File: config.mk
export PLATFORM = sky130hd
export DESIGN_NAME = axis_accumulate
export DESIGN_NICKNAME = d
export VERILOG_FILES = /design/src/hw/beeb_input_pkg.sv /design/src/hw/axis_accumulate.sv
export SDC_FILE = /design/constraint.sdc
export NUM_CORES = 1
export LEC_CHECK = 0
export BUFFER_PORTS_ARGS = -buffer_cell sky130_fd_sc_hd__buf_2
export CAP_MARGIN = 5
export CORE_ASPECT_RATIO = 1.1
export CORE_MARGIN = 1.5
export CORE_UTILIZATION = 55
export CTS_CLUSTER_SIZE = 14
export DETAILED_ROUTE_END_ITERATION = 8
export GPL_ROUTABILITY_DRIVEN = 1
export PLACE_DENSITY = 0.82
export SETUP_SLACK_MARGIN = 0.3
export SYNTH_ARGS = -nofsm -noshare
export SYNTH_HDL_FRONTEND = slang
export SYNTH_SLANG_ARGS = --single-unit
File: constraint.sdc
create_clock -name clk_sys -period 3.8 [get_ports clk_sys]
set_input_delay 0.76 -clock clk_sys [delete_from_list [all_inputs] [get_ports clk_sys]]
set_output_delay 0.76 -clock clk_sys [all_outputs]
set_load 0.02 [all_outputs]
File: src/hw/beeb_input_pkg.sv
// input package for the analog joystick path
// mouse packet field positions
// position, axis and core axis types
// step and position clamp limits, fire bit

package beeb_input_pkg;

	// packet toggles bit 24 on every new report
	typedef logic [24:0] mouse_pkt_t;

	localparam int TOGGLE_BIT = 24;
	// buttons sit in bits 1..0
	localparam int BTN_LO = 0;
	localparam int BTN_W = 2;
	localparam int X_SIGN_BIT = 4;
	localparam int Y_SIGN_BIT = 5;
	// upper seven magnitude bits of each axis
	localparam int X_MAG_LO = 9;
	localparam int Y_MAG_LO = 17;
	localparam int MAG_W = 7;

	typedef logic signed [8:0] pos_t;
	typedef logic [7:0] axis_t;
	typedef logic [11:0] port_axis_t;

	// per-packet step limit and position range
	localparam pos_t STEP_LIMIT = 9'sd10;
	localparam pos_t POS_MIN = -9'sd128;
	localparam pos_t POS_MAX = 9'sd127;

	// fire button inside a 16-bit button word
	localparam int FIRE_BIT = 4;

endpackage

File: src/hw/axis_accumulate.sv
// joystick path stage B
// mouse position accumulators with range clamp
// emulation flag and latched mouse button

module axis_accumulate (
	input  logic                clk_sys,
	input  logic                arst_n,
	input  logic                step_stb,
	input  beeb_input_pkg::pos_t dx,
	input  beeb_input_pkg::pos_t dy,
	input  logic                button,
	input  logic                clear,
	output beeb_input_pkg::pos_t pos_x,
	output beeb_input_pkg::pos_t pos_y,
	output logic                emulating,
	output logic                mouse_fire
);

	logic signed [9:0] sum_x;
	logic signed [9:0] sum_y;

	// hold a position inside the joystick range
	function automatic beeb_input_pkg::pos_t clamp_pos(input logic signed [9:0] v);
		beeb_input_pkg::pos_t r;
		r = beeb_input_pkg::pos_t'(v);
		if (v > beeb_input_pkg::POS_MAX) begin
			r = beeb_input_pkg::POS_MAX;
		end else if (v < beeb_input_pkg::POS_MIN) begin
			r = beeb_input_pkg::POS_MIN;
		end
		return r;
	endfunction

	// y runs the other way on screen
	assign sum_x = pos_x + dx;
	assign sum_y = pos_y - dy;

	always_ff @(posedge clk_sys or negedge arst_n) begin
		if (!arst_n) begin
			pos_x <= '0;
			pos_y <= '0;
			emulating <= 1'b0;
			mouse_fire <= 1'b0;
		end else if (clear) begin
			// real joystick or reset takes over
			pos_x <= '0;
			pos_y <= '0;
			emulating <= 1'b0;
			mouse_fire <= 1'b0;
		end else if (step_stb) begin
			pos_x <= clamp_pos(sum_x);
			pos_y <= clamp_pos(sum_y);
			emulating <= 1'b1;
			mouse_fire <= button;
		end
	end

endmodule

== Word level (Yosys, flattened, before mapping) ==
Cells that the tools add are included.

* Divide/modulo/power cells: 0
* Multipliers: 0
* Multiplexer cells: 12
* Equality and inequality tests: 0
* Shift-type cells: 0
* Reduce and logical (&&, ||, !) cells: 1
* $add $sub $neg: 2
* $lt $le $gt $ge: 4
* Bitwise operators: 0

{| class="wikitable"
|+ Operators by type and width
! cell !! count
|-
| 2-to-1 mux 9 bit || 8
|-
| greater-than comparator 10 x 8 -> 1 bit (second input constant) || 2
|-
| < comparator 10 x 8 -> 1 bit (second input constant) || 2
|-
| adder 9 x 9 -> 10 bit || 1
|-
| subtractor 9 x 9 -> 10 bit || 1
|-
| 2-to-1 mux 1 bit || 4
|-
| nonzero test 2 bit || 1
|}

* Bits in latches: 0
* Memories kept: 0
* Logic and storage cells: 23
* Memory bits (read-only): 0
* Input bits: 23
* Memory bits (writable): 0
* Register bits after elaboration: 20

== Depth between registers and ports, before layout ==
Gate-level depths: netlist of run 1.

* Depth after elaboration: 6
* Mapped depth: 10
* Mapped depth without buffers: 10

== Least setup slack after synthesis of run 1 ==
OpenSTA, ideal clock, no wires.

* Kind: input to register
* Start: in dy[0]
* End: reg pos_y[1]
* Buffers on the path: 0
* Path slack: 1,124 ps
* Stages: 9
* Library setup time: 142 ps
* Required time: 3,658 ps
* Arrival time: 2,535 ps
* Path through: ha_1 > fa_1 > and2b_1 > o211ai_1 > a32oi_1 > xnor2_1 > a211oi_2 > nor2b_1 > a211oi_1

* Word-level cells in the longest chain between the ends: 6

{| class="wikitable"
|+ RTL lines
! element !! RTL line !! RTL
|-
| start: declaration || axis_accumulate.sv:10 || <nowiki>input beeb_input_pkg::pos_t dy,</nowiki>
|-
| subtractor 9 x 9 -> 10 bit * || axis_accumulate.sv:36 || <nowiki>assign sum_y = pos_y - dy;</nowiki>
|-
| < comparator 10 x 8 -> 1 bit || axis_accumulate.sv:28 || <nowiki>end else if (v < beeb_input_pkg::POS_MIN) begin</nowiki>
|-
| 2-to-1 mux 9 bit || axis_accumulate.sv:28 ||
|-
| 2-to-1 mux 9 bit * || axis_accumulate.sv:26 || <nowiki>if (v > beeb_input_pkg::POS_MAX) begin</nowiki>
|-
| 2-to-1 mux 9 bit * || axis_accumulate.sv:50 || <nowiki>end else if (step_stb) begin</nowiki>
|-
| 2-to-1 mux 9 bit * || axis_accumulate.sv:44 || <nowiki>end else if (clear) begin</nowiki>
|-
| end signal: assignment || axis_accumulate.sv:52 || <nowiki>pos_y <= clamp_pos(sum_y);</nowiki>
|-
| end: declaration || axis_accumulate.sv:14 || <nowiki>output beeb_input_pkg::pos_t pos_y,</nowiki>
|}

Every way passes the cells marked *; elsewhere a longest branch is shown, timed or not. The select of a mux whose other input is x is not followed.
A chain may end at the register's enable or synchronous reset.

== Final worst setup path of run 1 ==
* Start: in dy[0]
* End: reg pos_y[3]

The elaborated chain is that of the path after synthesis.

==> results of run 1 <==
[cells in the mapped netlist (2+ instances only)]
master / count / area share
nor2_1: 25 / 0.053
dfrtp_1: 20 / 0.28
ha_1: 18 / 0.13
inv_1: 15 / 0.032
nand2_1: 11 / 0.023
nand2b_1: 11 / 0.039
xnor2_1: 11 / 0.055
o21ai_0: 10 / 0.028
a211oi_1: 8 / 0.034
a31oi_1: 7 / 0.025
nor3_1: 7 / 0.020
a21oi_1: 6 / 0.017
o21a_1: 6 / 0.026
nand3_1: 4 / 0.011
nor2b_1: 4 / 0.014
o21ai_1: 4 / 0.011
a21o_1: 3 / 0.013
nand4_1: 3 / 0.011
buf_6: 2 / 0.013
fa_1: 2 / 0.023
o211ai_1: 2 / 0.0085
[power by group through the flow]
| stage | clock [mW] | sequential, mW | combinational, mW |
|---|---|---|---|
| after floorplan | 0 | 0.339 | 0.403 |
| after global placement | 0 | 0.294 | 0.570 |
| after detailed placement | 0 | 0.295 | 0.577 |
| after CTS | 0.0951 | 0.291 | 0.580 |
| after global routing | 0.106 | 0.298 | 0.642 |
| final | 0.0944 | 0.291 | 0.579 |
[sequential cells by signal (all words and copies together) (netlist names)]
name,count
pos_x,9
pos_y,9
emulating,1
mouse_fire,1
[per-stage QoR]
step	setup slack, ns	utilization	area, µm²	cells
final	1.10	0.652	1990	275
after global routing	0.897	0.652	1990	275
after CTS	1.11	0.652	1990	275
after detailed placement	0.787	0.644	1960	272
after global placement	0.859	0.644	1960	272
after floorplan	1.12	-	1760	202
[area by class of cell]
cell class	count	area share
inverter	15	0.0283
tap	34	0.0214
sequential	20	0.252
clock buffer	3	0.0113
multi-input combinational	161	0.581
timing repair buffer	42	0.106
[worst min path at each step]
stage | depth (start not counted) | to
2_1_floorplan | 0 | emulating
3_3_place_gp | 2 | emulating
3_5_place_dp | 1 | pos_y[8]
4_1_cts | 1 | pos_x[6]
5_1_grt | 1 | pos_x[2]
6_report | 1 | pos_x[1]
[routing by layer]
metal / track usage / routed length (µm) / vias to the layer above
met5: 0 / 0 / -
met4: 0.0698 / 27 / 0
met2: 0.355 / 1730 / 33
met1: 0.249 / 1600 / 692
met3: 0.00833 / 100 / 2
li1: - / - / 798
[kinds of logic (layout without fill, tap and decap cells)]
| family | count (synthesis) | count (layout) |
|---|---|---|
| simple gates | 69 | 69 |
| compound gates | 58 | 58 |
| buf+inv | 21 | 60 |
| fa+ha+maj | 20 | 20 |
| flops | 20 | 20 |
| xor+xnor | 13 | 13 |
| mux | 1 | 1 |
==> impl_results.md, run 1 <==
- Commonest non-fill, non-tap cells in the layout: buf_2 (42), nor2_1 (25), dfrtp_1 (20)
- Register area: 500 µm²
- Synth Flop Type: dfrtp_1
- Post-synthesis sequential area ratio: 0.284
- CTS Buf Count: 3
- TritonCTS clock tree: built
- Combinational Power Share: 0.600
- Tot Pwr: ~960 µW
- Arrival time at the worst endpoint: between 2 and 3 ns
- Clock buffer depth: 2
- Worst Setup SP: dy[0]
- Clock sink count: 20
- IO Pins: 43
- H-tree levels: 1
- Simple-gate area share of the yosys netlist: 0.195
- Sequential Power Share: 0.302
- Pleak: between 0.9 and 1 nW
- # rows: 21
- CP Cell Sequence: buf_2 > ha_1 > fa_1 > and2b_1 > o211ai_1 > a32oi_1 > xnor2_1 > a211oi_2 > nor2b_1 > a211oi_1
- Multiplexer share of the synthesized area: 0.00569
- Peak supply drop: between 0.3 and 0.4 mV
- Routed Antenna Nets: 0
- Post-CTS setup buffer count: 0
- DP HPWL: between 2000 and 3000 µm
- Max-cap violation count: 0
- Critical path class: in -> reg
- R2R Path End: pos_y[3]
- Hold WS: 0.395 ns
- Cell-internal power: roughly 540 µW
- Worst skew pair latency: about 0.28 ns
- Critical Path Stages: 10
- Power density cells: about 490 nW/µm²
- Clock network power share: 0.098
- Final Cycle Share: 0.710
- First-pass GRT wire length: just under 6000 µm
- Reg2reg start: pos_y[0]
- Vias in the first global route: approximately 1.4k
- Fin nets: ~290
- DR WL/cell: 12.6 µm
- Gr ovfl total: 0
- Delay-heaviest family, CP: adder cells
- Clk slew on worst S/H paths: ~0.1 ns
- Final min period: between 2 and 3 ns
- Slew margin rel.: 0.688
- F_max: ~370 MHz
- Post-synth EDFFs: 0
- Initial DRC Count: 87
- Core Area: between 3000 and 4000 µm²
- Asr flop ratio synth: 1.00
- Syn nets: roughly 250
- Fin. Hold Viols: 0
- Syn Std Cell Area: 1760 µm²
- Final setup vio count: 0
- Root Buffer: clkbuf_4
- Yosys reg bits: 20
- Initial DRT Pass Iterations: 4
- Routed WL: 3460 µm
- Total number of vias: approximately 1.5k
- Area grow syn2layout: 12.9%
- Actual slew at the worst max-slew pin: 0.467 ns
- IO Port Bufs: 42
- N_diodes: 0
- Hold WC Path Type: in -> async
- Syn Area/Cell: 8.71 µm²
- Die W: ~57 µm
- Setup TNS: 0 ns
- R2R setup slack: about 1.3 ns
- Synth Warn #: 0
- Multi-input combinational cell area: approximately 1200 µm²
- Height of the chip: 62.3 µm
- Die ar.: about 3500 µm²
- Post-Synth XOR/XNOR Area: 0.0690
- CP bufs+invs: 1
- Initial Util: 0.577
- Max-slew violations: 0
- R2r worst-path depth: 10
- CP Max Fanout: 6
- Crit path required time: 3.96 ns
- Post-synthesis cell count: between 200 and 250
- Synth Area in Compound Gates: 0.236
- Initial antenna violation count: 0
- Largest family of logic cells by synthesized area: compound AO/OA/AOI/OAI gates
- CP Capture Point: pos_y[3]
- Switch Pwr: around 430 µW
- Sw frac: 0.443
- Yosys cell types: between 40 and 50
- Vias per cell: about 5.5
- Hold_buf cts: 0
- GR Util All Layers: 0.198
- Fraction of layout cells with a size suffix above 1: 0.224
- Final Wtd Congestion: approximately 0.84
- Crit-path slowest cell: fa_1
- Post-CTS Resized: 0
- Worst stage delay on the critical path: about 0.40 ns
- Fill cell count: 266
- Adder-cell share of the synthesized area: 0.151
- Worst Skew: roughly 0.0013 ns
- Most common cell after layout, fill and taps aside: buf_2
- Startpoint Class: primary input
- Largest net degree at the start of global routing: 28
- Outcome: finished, final reports clean
- Post-route DRC: 0
- Crit path capture type: flip-flop
- RSZ-0062 raised after global routing: false
(Power assumes the default switching activity.)
==> run 2: changes to the inputs <==
--- a/config.mk
+++ b/config.mk
@@ -9,11 +9,11 @@
 export CAP_MARGIN = 5
 export CORE_ASPECT_RATIO = 1.1
 export CORE_MARGIN = 1.5
-export CORE_UTILIZATION = 55
+export CORE_UTILIZATION = 54
 export CTS_CLUSTER_SIZE = 14
 export DETAILED_ROUTE_END_ITERATION = 8
 export GPL_ROUTABILITY_DRIVEN = 1
-export PLACE_DENSITY = 0.82
+export PLACE_DENSITY = 0.81
 export SETUP_SLACK_MARGIN = 0.3
 export SYNTH_ARGS = -nofsm -noshare
 export SYNTH_HDL_FRONTEND = slang
==> constraint.sdc (replaced) <==
create_clock -name clk_sys -period 2.5 [get_ports clk_sys]
set_input_delay 0.5 -clock clk_sys [delete_from_list [all_inputs] [get_ports clk_sys]]
set_output_delay 0.5 -clock clk_sys [all_outputs]
set_load 0.02 [all_outputs]
==> impl_results.md, run 2 (synthesized netlist as in run 1, its figures left out) <==
- Outcome: finished, final reports clean
- Largest regs: pos_x x9, pos_y x9
- Worst stage delay on the critical path: 0.44 ns (+0.04 ns)
- DP HPWL: 3030 µm (+8.8%)
- Gr ovfl total: 0 (unchanged)
- Pleak: 1.09 nW (+9.6%)
- Reg2reg start: pos_y[1]
- IO Port Bufs: 42 (unchanged)
- Initial DRT Pass Iterations: 4 (unchanged)
- Die ar.: 3610 µm² (+1.8%)
- Peak supply drop: 0.561 mV (+52%)
- Final Cycle Share: 0.953
- RSZ-0062 raised after global routing: true
- Worst skew pair latency: 0.29 ns (about the same)
- Commonest non-fill, non-tap cells in the layout: buf_2 (42), nor2_1 (23), dfrtp_1 (18)
- Vias per cell: 5.64 (+1.7%)
- Combinational Power Share: 0.627 (+0.027)
- Routed Antenna Nets: 0 (unchanged)
- Worst Skew: 0.00193 ns (+0.000587 ns)
- IO Pins: 43 (unchanged)
- Multi-input combinational cell area: 1260 µm² (+9.1%)
- N_diodes: 0 (unchanged)
- F_max: approximately 420 MHz
- Arrival time at the worst endpoint: 2.59 ns (-0.26 ns)
- Inst Count DP: 280 (+2.9%)
- Root Buffer: clkbuf_4
- Busiest layer in global routing: met2
- Crit path capture type: flip-flop
- Vias in the first global route: 1,509 (+5.9%)
- Sw frac: 0.437 (-0.00569)
- First-pass GRT wire length: 6420 µm (+11%)
- Final setup vio count: 0 (unchanged)
- Clk slew on worst S/H paths: 0.11 ns (about the same)
- Area grow syn2layout: 27.1%
- Startpoint Class: flip-flop
- CP Max Fanout: 6 (unchanged)
- Hold WS: 0.126 ns (-0.269 ns)
- GR Util All Layers: 0.223 (+0.0253)
- H-tree levels: 1 (unchanged)
- R2R Path End: pos_y[6]
- Register area: 503 µm² (+0.50%)
- Clock sink count: 20 (unchanged)
- Most common cell after layout, fill and taps aside: buf_2
- Sequential Power Share: 0.266 (-0.036)
- Crit-path slowest cell: dfrtp_1
- Fill cell count: 253 (-4.9%)
- Post-route DRC: 0 (unchanged)
- Post-Layout Cell Count: 293 (+6.5%)
- Height of the chip: 62.9 µm (+0.87%)
- Max-slew violations: 0 (unchanged)
- Switch Pwr: 738 µW (+73%)
- DR WL/cell: 13.5 µm (+7.0%)
- Total number of vias: 1,652 (+8.3%)
- Fin nets: 303 (+5.9%)
- Hold WC Path Type: in -> async
- Final Core Density: 0.727 (+0.0754)
- CP Capture Point: pos_y[6]
- R2R setup slack: 0.12 ns (-1.14 ns)
- Initial antenna violation count: 0 (unchanged)
- Max-cap violation count: 0 (unchanged)
- Clock network power share: 0.107 (+0.009)
- # rows: 21 (unchanged)
- CP Cell Sequence: ha_1 > nor2b_1 > o2111ai_1 > a31oi_2 > xnor2_1 > a211oi_2 > nor2b_2 > a211oi_1
- Routed WL: 3940 µm (+14%)
- Cell-internal power: 950 µW (+77%)
- CP bufs+invs: 0 (-1)
- Initial DRC Count: 54 (-38%)
- Clock buffer depth: 2 (unchanged)
- Largest net degree at the start of global routing: 24 (-14%)
- Met2 usage: 0.395 (+0.0400)
- Worst Setup SP: pos_y[1]
- Met3 Use GR: 0.0228 (+0.0144)
- Slew margin rel.: 0.666 (-0.0213)
- M1 GR Usage: 0.274 (+0.0253)
- Critical Path Stages: 8 (-2)
- Delay-heaviest family, CP: compound AO/OA/AOI/OAI gates
- Crit path required time: 2.71 ns (-1.25 ns)
- Die W: 57.4 µm (+0.87%)
- TritonCTS clock tree: built
- Core Area: 3070 µm² (+0.86%)
- Critical path class: reg -> reg
- Final min period: ~2.4 ns
- R2r worst-path depth: 8 (-2)
- CTS Buf Count: 3 (unchanged)
- Power density cells: 755 nW/µm² (+56%)
- Final Wtd Congestion: 0.833 (-0.96%)
- Fraction of layout cells with a size suffix above 1: 0.344 (+0.120)
- Actual slew at the worst max-slew pin: 0.499 ns (+0.0319 ns)
- Fin. Hold Viols: 0 (unchanged)
- Tot Pwr: 1.69 mW (+75%)
- Initial Util: 0.572 (-0.00493)
==> run 2: cell types whose count changed in the layout (fill, tap and decap cells not counted), sizes merged <==
cell,before,now
buf,42,59
clkbuf,3,4
==> run 2: power by group through the flow <==
stage	logic (mW)	clock network (mW)	registers [mW]
2_1_floorplan	0.631	0	0.520
3_3_place_gp	0.919	0	0.450
5_1_grt	1.17	0.207	0.457
4_1_cts	0.979	0.185	0.447
6_report	1.06	0.181	0.450
3_5_place_dp	0.931	0	0.453
==> run 2: layout make-up <==
type / instances / share of cell area
multi-input combinational: 161 / 0.564
timing repair buffer: 59 / 0.151
inverter: 15 / 0.0252
sequential: 20 / 0.225
tap: 34 / 0.0190
clock buffer: 4 / 0.0162
==> run 2: how the worst min path moves through the flow <==
stage                 from   endpoint  slack, ns  depth (start not counted)
finish              arst_n   pos_x[1]       0.13                          1
floorplan           arst_n  emulating       0.20                          0
global placement    arst_n   pos_x[1]       0.46                          1
CTS                 arst_n   pos_x[1]       0.14                          1
global route        arst_n   pos_x[1]       0.13                          1
detailed placement  arst_n   pos_x[1]       0.46                          1
==> run 2: repair_timing <==
item / in CTS / in global routing
buffers inserted: 7 / 2
hold buffers: 0 / 0
resized for setup: 1 / 11
pin swaps: 9 / 7
setup endpoints to repair: 14 / 18
==> run 2: layer usage <==
layer	part of all wire	up-vias
li1	-	841
met3	0.030	8
met4	0.021	0
met1	0.43	762
met5	0	-
met2	0.51	41
==> run 2: per-stage QoR <==
stage | TNS (ns) | worst slack (ns) | area [µm²]
6_report | 0 | 0.117 | 2240
3_5_place_dp | -0.760 | -0.118 | 2070
2_1_floorplan | 0 | 0.231 | 1800
3_3_place_gp | 0 | 0.00556 | 2070
4_1_cts | 0 | 0.147 | 2160
5_1_grt | -0.117 | -0.0414 | 2240
